===== src/verilog/ddr3_pkg.sv =====
`default_nettype none

package ddr3_pkg;

  // address split is row, bank, column from msb down
  localparam int ROW_BITS = 13;
  localparam int BANK_BITS = 3;
  // only the burst-aligned upper column bits are carried
  localparam int COL_BITS = 7;
  localparam int ADDR_BITS = ROW_BITS + BANK_BITS + COL_BITS;
  localparam int TID_BITS = 4;
  localparam int NUM_BANKS = 1 << BANK_BITS;

  // packed command word is {op, bank, row or column, tid}
  localparam int OP_BITS = 3;
  localparam int CMD_BITS = OP_BITS + BANK_BITS + ROW_BITS + TID_BITS;
  localparam int TID_LSB = 0;
  localparam int ADR_LSB = TID_LSB + TID_BITS;
  localparam int BA_LSB = ADR_LSB + ROW_BITS;
  localparam int OP_LSB = BA_LSB + BANK_BITS;

  // A10 selects all banks on a precharge
  localparam int PREA_BIT = 10;

  // idle cycles the timer holds after each kind of command
  localparam int T_RP = 3;
  localparam int T_RCD = 3;
  localparam int T_CCD = 2;
  localparam int T_RFC = 12;
  localparam int GAP_BITS = 4;

  // encoded as {RAS#, CAS#, WE#} with CS# low
  typedef enum logic [OP_BITS-1:0] {
    CMD_NOOP = 3'b111,
    CMD_ZQCL = 3'b110,
    CMD_READ = 3'b101,
    CMD_WRIT = 3'b100,
    CMD_ACTV = 3'b011,
    CMD_PREC = 3'b010,
    CMD_REFR = 3'b001,
    CMD_MODE = 3'b000
  } ddr3_cmd_e;

  typedef enum logic [3:0] {
    ST_IDLE,
    ST_PREC,
    ST_ACTV,
    ST_ISSUE,
    ST_PREA,
    ST_REFR
  } sched_state_e;

endpackage

`default_nettype wire


===== src/verilog/ddr3_cmd_timer.sv =====
`default_nettype none

module ddr3_cmd_timer (
  input  wire logic                          clock,
  input  wire logic                          reset,
  // queued commands
  input  wire logic                          q_valid_i,
  output logic                               q_ready_o,
  input  wire logic [ddr3_pkg::CMD_BITS-1:0] q_data_i,
  // memory command pins
  output logic                               ddr_cmd_valid_o,
  output ddr3_pkg::ddr3_cmd_e                ddr_cmd_o,
  output logic [ddr3_pkg::BANK_BITS-1:0]     ddr_ba_o,
  output logic [ddr3_pkg::ROW_BITS-1:0]      ddr_adr_o,
  output logic [ddr3_pkg::TID_BITS-1:0]      ddr_tid_o
);

  import ddr3_pkg::*;

  logic [GAP_BITS-1:0] gap_cnt;
  logic [GAP_BITS-1:0] issued_gap;
  logic                pop;
  ddr3_cmd_e           q_op;

  assign q_op = ddr3_cmd_e'(q_data_i[OP_LSB +: OP_BITS]);

  // hold off while a command sits on the pins or its gap runs
  assign q_ready_o = (gap_cnt == '0) && !ddr_cmd_valid_o;
  assign pop       = q_valid_i && q_ready_o;

  // spacing owed to the command now on the pins
  always_comb begin
    case (ddr_cmd_o)
      CMD_PREC: issued_gap = GAP_BITS'(T_RP);
      CMD_ACTV: issued_gap = GAP_BITS'(T_RCD);
      CMD_READ: issued_gap = GAP_BITS'(T_CCD);
      CMD_WRIT: issued_gap = GAP_BITS'(T_CCD);
      CMD_REFR: issued_gap = GAP_BITS'(T_RFC);
      default:  issued_gap = '0;
    endcase
  end

  always_ff @(posedge clock) begin
    if (reset) begin
      ddr_cmd_valid_o <= 1'b0;
      ddr_cmd_o       <= CMD_NOOP;
      gap_cnt         <= '0;
    end else begin
      // one-cycle pulse per command, noop otherwise
      ddr_cmd_valid_o <= pop;
      ddr_cmd_o       <= pop ? q_op : CMD_NOOP;
      if (ddr_cmd_valid_o) begin
        gap_cnt <= issued_gap;
      end else if (gap_cnt != '0) begin
        gap_cnt <= gap_cnt - 1'b1;
      end
    end
  end

  // bank, address and tid only mean something with the valid pulse
  always_ff @(posedge clock) begin
    if (pop) begin
      ddr_ba_o  <= q_data_i[BA_LSB +: BANK_BITS];
      ddr_adr_o <= q_data_i[ADR_LSB +: ROW_BITS];
      ddr_tid_o <= q_data_i[TID_LSB +: TID_BITS];
    end
  end

  a_gap_honoured: assert property (@(posedge clock) disable iff (reset)
    ddr_cmd_valid_o |-> gap_cnt == '0);

endmodule

`default_nettype wire


===== src/verilog/ddr3_ctrl_top.sv =====
`default_nettype none

module ddr3_ctrl_top (
  input  wire logic                           clock,
  input  wire logic                           reset,
  // write request port
  input  wire logic                           mem_wrreq_i,
  input  wire logic [ddr3_pkg::ADDR_BITS-1:0] mem_wradr_i,
  output logic                                mem_wrack_o,
  output logic [ddr3_pkg::TID_BITS-1:0]       mem_wrtid_o,
  // read request port
  input  wire logic                           mem_rdreq_i,
  input  wire logic [ddr3_pkg::ADDR_BITS-1:0] mem_rdadr_i,
  input  wire logic [ddr3_pkg::TID_BITS-1:0]  mem_rdtid_i,
  output logic                                mem_rdack_o,
  input  wire logic                           ref_tick_i,
  // memory command pins
  output logic                                ddr_cmd_valid_o,
  output ddr3_pkg::ddr3_cmd_e                 ddr_cmd_o,
  output logic [ddr3_pkg::BANK_BITS-1:0]      ddr_ba_o,
  output logic [ddr3_pkg::ROW_BITS-1:0]       ddr_adr_o,
  output logic [ddr3_pkg::TID_BITS-1:0]       ddr_tid_o
);

  import ddr3_pkg::*;

  // scheduler into the queue
  logic                cmd_valid;
  logic                cmd_ready;
  logic [CMD_BITS-1:0] cmd_data;
  // queue into the timer
  logic                q_valid;
  logic                q_ready;
  logic [CMD_BITS-1:0] q_data;

  ddr3_scheduler u_sched (
    .clock       (clock),
    .reset       (reset),
    .mem_wrreq_i (mem_wrreq_i),
    .mem_wradr_i (mem_wradr_i),
    .mem_wrack_o (mem_wrack_o),
    .mem_wrtid_o (mem_wrtid_o),
    .mem_rdreq_i (mem_rdreq_i),
    .mem_rdadr_i (mem_rdadr_i),
    .mem_rdtid_i (mem_rdtid_i),
    .mem_rdack_o (mem_rdack_o),
    .ref_tick_i  (ref_tick_i),
    .cmd_valid_o (cmd_valid),
    .cmd_ready_i (cmd_ready),
    .cmd_data_o  (cmd_data)
  );

  // four commands of slack between scheduling and issue
  sync_fifo #(
    .WIDTH (CMD_BITS),
    .ABITS (2)
  ) u_cmd_fifo (
    .clock   (clock),
    .reset   (reset),
    .valid_i (cmd_valid),
    .ready_o (cmd_ready),
    .data_i  (cmd_data),
    .valid_o (q_valid),
    .ready_i (q_ready),
    .data_o  (q_data)
  );

  ddr3_cmd_timer u_timer (
    .clock           (clock),
    .reset           (reset),
    .q_valid_i       (q_valid),
    .q_ready_o       (q_ready),
    .q_data_i        (q_data),
    .ddr_cmd_valid_o (ddr_cmd_valid_o),
    .ddr_cmd_o       (ddr_cmd_o),
    .ddr_ba_o        (ddr_ba_o),
    .ddr_adr_o       (ddr_adr_o),
    .ddr_tid_o       (ddr_tid_o)
  );

endmodule

`default_nettype wire


===== src/verilog/ddr3_scheduler.sv =====
`default_nettype none

module ddr3_scheduler (
  input  wire logic                             clock,
  input  wire logic                             reset,
  // write request port
  input  wire logic                             mem_wrreq_i,
  input  wire logic [ddr3_pkg::ADDR_BITS-1:0]   mem_wradr_i,
  output logic                                  mem_wrack_o,
  output logic [ddr3_pkg::TID_BITS-1:0]         mem_wrtid_o,
  // read request port
  input  wire logic                             mem_rdreq_i,
  input  wire logic [ddr3_pkg::ADDR_BITS-1:0]   mem_rdadr_i,
  input  wire logic [ddr3_pkg::TID_BITS-1:0]    mem_rdtid_i,
  output logic                                  mem_rdack_o,
  // one-cycle refresh request
  input  wire logic                             ref_tick_i,
  // command push towards the fifo
  output logic                                  cmd_valid_o,
  input  wire logic                             cmd_ready_i,
  output logic [ddr3_pkg::CMD_BITS-1:0]         cmd_data_o
);

  import ddr3_pkg::*;

  sched_state_e state;

  // open-row table
  logic [NUM_BANKS-1:0] bank_open;
  logic [ROW_BITS-1:0]  open_row [NUM_BANKS];

  logic                ref_pend;
  logic                prefer_rd;
  logic [TID_BITS-1:0] wr_cnt;
  logic                rd_ack_q;
  logic                wr_ack_q;

  // request being served, held for the whole command sequence
  logic                 req_is_wr;
  logic [ROW_BITS-1:0]  req_row;
  logic [BANK_BITS-1:0] req_bank;
  logic [COL_BITS-1:0]  req_col;
  logic [TID_BITS-1:0]  req_tid;

  logic                 rd_elig;
  logic                 wr_elig;
  logic                 pick_rd;
  logic                 pick_wr;
  logic                 start_req;
  logic [ADDR_BITS-1:0] sel_adr;
  logic [ROW_BITS-1:0]  sel_row;
  logic [BANK_BITS-1:0] sel_bank;
  logic [COL_BITS-1:0]  sel_col;

  logic                 push;
  ddr3_cmd_e            cmd_op;
  logic [BANK_BITS-1:0] cmd_ba;
  logic [ROW_BITS-1:0]  cmd_adr;
  logic [TID_BITS-1:0]  cmd_tid;

  // a port is served again only once its handshake has closed
  // and no other ack is still open
  assign rd_elig = mem_rdreq_i && !rd_ack_q && !wr_ack_q;
  assign wr_elig = mem_wrreq_i && !rd_ack_q && !wr_ack_q;

  // fairness bit breaks the tie when both ports ask
  assign pick_rd = rd_elig && (!wr_elig || prefer_rd);
  assign pick_wr = wr_elig && !pick_rd;

  // refresh beats any request in idle
  assign start_req = (state == ST_IDLE) && !ref_pend && (pick_rd || pick_wr);

  assign sel_adr  = pick_wr ? mem_wradr_i : mem_rdadr_i;
  assign sel_row  = sel_adr[ADDR_BITS-1 -: ROW_BITS];
  assign sel_bank = sel_adr[COL_BITS +: BANK_BITS];
  assign sel_col  = sel_adr[COL_BITS-1:0];

  assign push = cmd_valid_o && cmd_ready_i;

  // every non-idle state offers exactly one command
  always_comb begin
    cmd_valid_o = 1'b1;
    cmd_op      = CMD_NOOP;
    cmd_ba      = req_bank;
    cmd_adr     = '0;
    cmd_tid     = req_tid;
    case (state)
      ST_PREC: begin
        cmd_op = CMD_PREC;
      end
      ST_ACTV: begin
        cmd_op  = CMD_ACTV;
        cmd_adr = req_row;
      end
      ST_ISSUE: begin
        cmd_op  = req_is_wr ? CMD_WRIT : CMD_READ;
        cmd_adr = ROW_BITS'(req_col);
      end
      ST_PREA: begin
        cmd_op            = CMD_PREC;
        cmd_ba            = '0;
        cmd_adr[PREA_BIT] = 1'b1;
        cmd_tid           = '0;
      end
      ST_REFR: begin
        cmd_op  = CMD_REFR;
        cmd_ba  = '0;
        cmd_tid = '0;
      end
      default: begin
        cmd_valid_o = 1'b0;
      end
    endcase
  end

  assign cmd_data_o = {cmd_op, cmd_ba, cmd_adr, cmd_tid};

  // state moves only when the fifo takes the command
  always_ff @(posedge clock) begin
    if (reset) begin
      state     <= ST_IDLE;
      bank_open <= '0;
      prefer_rd <= 1'b1;
    end else begin
      case (state)
        ST_IDLE: begin
          if (ref_pend) begin
            state <= (|bank_open) ? ST_PREA : ST_REFR;
          end else if (start_req) begin
            // the bit only flips when both ports contend
            if (rd_elig && wr_elig) begin
              prefer_rd <= !prefer_rd;
            end
            if (!bank_open[sel_bank]) begin
              state <= ST_ACTV;
            end else if (open_row[sel_bank] != sel_row) begin
              state <= ST_PREC;
            end else begin
              state <= ST_ISSUE;
            end
          end
        end
        ST_PREC: begin
          if (push) begin
            bank_open[req_bank] <= 1'b0;
            state               <= ST_ACTV;
          end
        end
        ST_ACTV: begin
          if (push) begin
            bank_open[req_bank] <= 1'b1;
            state               <= ST_ISSUE;
          end
        end
        ST_ISSUE: begin
          if (push) begin
            state <= ST_IDLE;
          end
        end
        ST_PREA: begin
          // every bank closes together
          if (push) begin
            bank_open <= '0;
            state     <= ST_REFR;
          end
        end
        ST_REFR: begin
          if (push) begin
            state <= ST_IDLE;
          end
        end
        default: begin
          state <= ST_IDLE;
        end
      endcase
    end
  end

  // latch the chosen request and the row it opens
  always_ff @(posedge clock) begin
    if (start_req) begin
      req_is_wr <= pick_wr;
      req_row   <= sel_row;
      req_bank  <= sel_bank;
      req_col   <= sel_col;
      req_tid   <= pick_wr ? wr_cnt : mem_rdtid_i;
    end
    if (state == ST_ACTV && push) begin
      open_row[req_bank] <= req_row;
    end
  end

  // sticky until the refresh command is pushed
  always_ff @(posedge clock) begin
    if (reset) begin
      ref_pend <= 1'b0;
    end else if (ref_tick_i) begin
      ref_pend <= 1'b1;
    end else if (state == ST_REFR && push) begin
      ref_pend <= 1'b0;
    end
  end

  // acks rise after the read/write push and fall one cycle after req
  always_ff @(posedge clock) begin
    if (reset) begin
      rd_ack_q <= 1'b0;
      wr_ack_q <= 1'b0;
      wr_cnt   <= '0;
    end else begin
      if (state == ST_ISSUE && push && !req_is_wr) begin
        rd_ack_q <= 1'b1;
      end else if (!mem_rdreq_i) begin
        rd_ack_q <= 1'b0;
      end
      if (state == ST_ISSUE && push && req_is_wr) begin
        wr_ack_q <= 1'b1;
      end else if (!mem_wrreq_i) begin
        wr_ack_q <= 1'b0;
      end
      // write id moves on as the handshake closes
      if (wr_ack_q && !mem_wrreq_i) begin
        wr_cnt <= wr_cnt + 1'b1;
      end
    end
  end

  assign mem_rdack_o = rd_ack_q;
  assign mem_wrack_o = wr_ack_q;
  // still the id of the acked write while ack is high
  assign mem_wrtid_o = wr_cnt;

  // an ack is only raised while its req is held
  a_rdack_needs_req: assert property (@(posedge clock) disable iff (reset)
    $rose(mem_rdack_o) |-> $past(mem_rdreq_i));
  a_wrack_needs_req: assert property (@(posedge clock) disable iff (reset)
    $rose(mem_wrack_o) |-> $past(mem_wrreq_i));
  a_one_ack: assert property (@(posedge clock) disable iff (reset)
    !(mem_rdack_o && mem_wrack_o));

endmodule

`default_nettype wire


===== src/verilog/sync_fifo.sv =====
`default_nettype none

module sync_fifo #(
  parameter int WIDTH = 8,
  parameter int ABITS = 2
) (
  input  wire logic             clock,
  input  wire logic             reset,
  input  wire logic             valid_i,
  output logic                  ready_o,
  input  wire logic [WIDTH-1:0] data_i,
  output logic                  valid_o,
  input  wire logic             ready_i,
  output logic [WIDTH-1:0]      data_o
);

  localparam int DEPTH = 1 << ABITS;

  logic [WIDTH-1:0] mem [DEPTH];
  // one extra bit tells full from empty
  logic [ABITS:0]   wr_ptr;
  logic [ABITS:0]   rd_ptr;
  logic [ABITS:0]   fill;
  logic             push;
  logic             load;
  logic             bypass;

  assign fill    = wr_ptr - rd_ptr;
  assign ready_o = (fill != (ABITS + 1)'(DEPTH));
  assign push    = valid_i && ready_o;

  // output register is free or being drained this cycle
  assign load = !valid_o || ready_i;

  // empty buffer sends the word straight to the output register
  assign bypass = load && (fill == '0) && push;

  always_ff @(posedge clock) begin
    if (reset) begin
      wr_ptr  <= '0;
      rd_ptr  <= '0;
      valid_o <= 1'b0;
    end else begin
      if (push && !bypass) begin
        wr_ptr <= wr_ptr + 1'b1;
      end
      if (load && fill != '0) begin
        rd_ptr <= rd_ptr + 1'b1;
      end
      if (load) begin
        valid_o <= (fill != '0) || push;
      end
    end
  end

  always_ff @(posedge clock) begin
    if (push && !bypass) begin
      mem[wr_ptr[ABITS-1:0]] <= data_i;
    end
    // oldest stored word goes first
    if (load) begin
      if (fill != '0) begin
        data_o <= mem[rd_ptr[ABITS-1:0]];
      end else if (push) begin
        data_o <= data_i;
      end
    end
  end

  // stored words never outgrow the buffer
  a_no_overflow: assert property (@(posedge clock) disable iff (reset)
    fill <= (ABITS + 1)'(DEPTH));
  a_no_phantom: assert property (@(posedge clock) disable iff (reset)
    $rose(valid_o) |-> $past(push || fill != '0));

endmodule

`default_nettype wire

===== config.mk =====
export PLATFORM = sky130hd
export DESIGN_NAME = ddr3_ctrl_top
export DESIGN_NICKNAME = d
export VERILOG_FILES = /design/src/verilog/ddr3_pkg.sv /design/src/verilog/ddr3_cmd_timer.sv /design/src/verilog/ddr3_ctrl_top.sv /design/src/verilog/ddr3_scheduler.sv /design/src/verilog/sync_fifo.sv
export SDC_FILE = /design/constraint.sdc
export NUM_CORES = 1
export LEC_CHECK = 0
export BUFFER_PORTS_ARGS = -buffer_cell sky130_fd_sc_hd__buf_2
export CAP_MARGIN = 20
export CORE_MARGIN = 5
export CORE_UTILIZATION = 45
export CTS_BUF_LIST = sky130_fd_sc_hd__clkbuf_8
export DETAILED_ROUTE_END_ITERATION = 16
export PLACE_DENSITY = 0.68
export SYNTH_ARGS = -nofsm -noshare
export SYNTH_HDL_FRONTEND = slang
export SYNTH_SLANG_ARGS = --single-unit

===== constraint.sdc =====
create_clock -name clock -period 4.11 [get_ports clock]
set_input_delay 0.2055 -clock clock [delete_from_list [all_inputs] [get_ports clock]]
set_output_delay 0.2055 -clock clock [all_outputs]
set_load 0.005 [all_outputs]

==> impl_metrics.ini <==
[critical_path]
startpoint_type = flip-flop
r2r_start = u_sched.mem_wrack_o$_SDFFE_PP0P_
r2r_setup_slack_ns = 0.93
r2r-end = u_sched.state[1]$_SDFFE_PP0P_
critPathCaptureType = flip-flop
crit_type = flip-flop to flip-flop
critical_path.max_fanout = 18
rr_worst_depth = 9
critPathRequiredTime_ns = 4.60
arrival_ns = 3.67

[finish]
fin_nets = 1088
antenna_cells = 0
syn_to_final_growth_pct = 17.7
drive_gt1_share_pct = 23.6

[logic_synthesis]
yosysTopAreaCell = edfxtp_1
synth_seq_area_share_pct = 68.9
avgSynthCellArea_um2 = 14.4
yosys.area.top_type_share_pct = 63.2
yosys_warnings = 0
netlist_area_um2 = 12700
netlist_instances = 884
netlist_top_cells_count = edfxtp_1, nand2_1, o21ai_0, nor2_1, clkbuf_1
synth_nets = 950
synthArstFlopShare_pct = 0
synth.area.top_cells = edfxtp_1, dfxtp_1, mux4_2
yosysMostFrequentCell = edfxtp_1
synth_edf_count = 267
ys_types = 59
ys.flop_type = edfxtp_1
ys_ff_latch = 303

[sta]
clock_skew_ns = 0.0214
fin_setup_tns_ns = 0
finalSetupViolCount = 0
setup_ws_ns = 0.931
tightest_slew_ns = 1.05
timing_max_transition_violations_final = 0
hold_viol_final = 0
final.period_utilization_pct = 77.4
fmax_ghz = 0.315
relSlewSlack_pct = 29.8
finalCriticalPeriod_ns = 3.18
rsz0062_at_grt = false

[detailed_routing]
drc = 0
wirelength_mm = 28.4
avgRoutedWirePerCell_um = 19.7
via_per_inst = 5.55
dr_total_vias = 7998
drtAntennaViolNets = 0
first_pass_iters = 5
drt_iter0_drc = 562

[grt]
grt_max_degree = 45
met3_usage_pct = 3.54
overflow = 0
antenna_found_initial = 0
grt_util_met2_pct = 29.7
grt-busiest-layer = met2
grt_first_pass_wirelength_mm = 44.6
use_met1_pct = 24.5
grt.total_usage_pct = 18.1
grt_pass1_vias = 8049

[clocking]
cts_tree = built
htree_levels = 2
cts_buffers = 49
clock_sinks = 303
cts_resized = 0
clockBufferDepth = 3
clkTransAtPathRegs_ns = 0.06
clk_latency_ns = 0.57
cts-root-buf = clkbuf_8

[floorplanning]
start_util_pct = 45.7
rows = 61
io-pin-count = 85
chipWidth_um = 178
die_h_um = 178
core_um2 = 27800
die_area_um2 = 31700

[placed_design]
portBuffers = 84
gp_congestion = 0.851
dpl.hpwl_mm = 17.6
pre_cts_slack_ns = 1.01

[worst_hold_path]
holdPathEnd = u_sched.req_row[8]$_DFFE_PP_
hold_path_class = primary input to flip-flop
hold_start = mem_wradr_i[18]
holdPathStages = 3

[pwr]
total_power_uw = 10000
peakVddDrop_uv = 473
power.density_nw_per_um2 = 670
p_leak_uw = 0.00530

[outcome]
status = complete, no violations

[flow_run]
max_cap_violations = 0
## layout make-up
cell class | instances | area (um^2)
clock inverters | 41 | 292
clock buffers | 51 | 702
inverters | 13 | 48.8
well taps | 378 | 473
repair buffers | 146 | 991
multi-input cells | 509 | 3690
flip-flops and latches | 303 | 8740
fillers | 2324 | 12800
## per-stage QoR
stage	hold slack [ns]	std cells	area [um^2]	utilization, %
5_1_grt	0.00174	1441	14900	53.8
3_3_place_gp	0.401	1313	13600	48.8
4_1_cts	0.00133	1440	14900	53.7
6_report	0.0218	1441	14900	53.8
3_5_place_dp	0.405	1314	13600	48.9
2_1_floorplan	0.335	884	12700	-
## kinds of logic after synthesis
family | after synthesis | share of synthesized area, %
and+or+nand+nor | 236 | 9.11
DFF | 303 | 68.9
muxes | 54 | 6.97
adders and majority gates | 11 | 1.08
AOI/OAI and AO/OA | 192 | 10.6
xor gates and xnor gates | 16 | 1.10
buffers and inverters | 72 | 2.31
## worst max-delay path: stages (launching register included)
cell      delay (ns)
dfxtp_1         0.37
nor3b_4         0.40
nand3_1         0.56
buf_4           0.41
a311oi_1        0.40
a221o_1         0.22
a21oi_1         0.06
nor4_1          0.33
nand4_1         0.20
o21ai_1         0.16
## per-layer routing
| metal | part of all wire, % | wire, um | up-vias |
|---|---|---|---|
| met2 | 49 | 13800 | 278 |
| met4 | 2.5 | 699 | 0 |
| li1 | - | - | 3721 |
| met5 | 0 | 0 | - |
| met3 | 6.9 | 1970 | 62 |
| met1 | 42 | 11900 | 3937 |
## sequential cells by signal, indices dropped and copies added, names as in the netlist, 3 cells and up, named ones only
signal               cells
u_timer.gap_cnt          4
u_sched.req_row         13
u_sched.state            3
u_cmd_fifo.rd_ptr        3
u_sched.req_tid          4
u_timer.ddr_tid_o        4
u_cmd_fifo.mem          92
u_timer.ddr_ba_o         3
u_timer.ddr_cmd_o        3
u_sched.open_row       104
u_sched.mem_wrtid_o      4
u_cmd_fifo.wr_ptr        3
u_cmd_fifo.data_o       23
u_sched.req_bank         3
u_sched.req_col          7
u_sched.bank_open        8
u_timer.ddr_adr_o       13
## cell usage in the layout (no fill, tap or decap), drive strengths merged, types with 8 or more instances in the layout
cell	n
inv	30
nand2	95
clkinv	19
clkbuf	51
xnor2	9
o21ai	68
mux2	25
nor2	49
a311oi	22
and3	21
a32oi	23
buf	112
a221o	21
dlygate4sd3	34
mux4	25
ha	11
a21oi	29
nor2b	8
nor4	9
and2	17
dfxtp	36
edfxtp	267
## power by group
part	total (uW)	switching, uW	internal [uW]	leakage [uW]
clock network	2610	1190	1420	0.000563
registers	4710	323	4390	0.00275
logic	2690	1550	1130	0.00198
## repair_timing
action	4_1_cts	5_1_grt
setup buffers	0	0
endpoints found under the hold margin	21	0
setup endpoints to repair	0	0
hold buffers	34	0
## worst max path at each step
stage | start | endpoint | depth (start not counted)
floorplan | u_timer.gap_cnt[0]$_SDFFE_PP0P_ | u_cmd_fifo.data_o[0]$_DFFE_PP_ | 5
global placement | u_sched.mem_wrack_o$_SDFFE_PP0P_ | u_sched.state[1]$_SDFFE_PP0P_ | 9
detailed placement | u_sched.mem_wrack_o$_SDFFE_PP0P_ | u_sched.state[1]$_SDFFE_PP0P_ | 9
CTS | u_sched.mem_wrack_o$_SDFFE_PP0P_ | u_sched.state[1]$_SDFFE_PP0P_ | 9
global route | u_sched.mem_wrack_o$_SDFFE_PP0P_ | u_sched.state[1]$_SDFFE_PP0P_ | 9
finish | u_sched.mem_wrack_o$_SDFFE_PP0P_ | u_sched.state[1]$_SDFFE_PP0P_ | 9
Power figures use the tool's default switching activity.
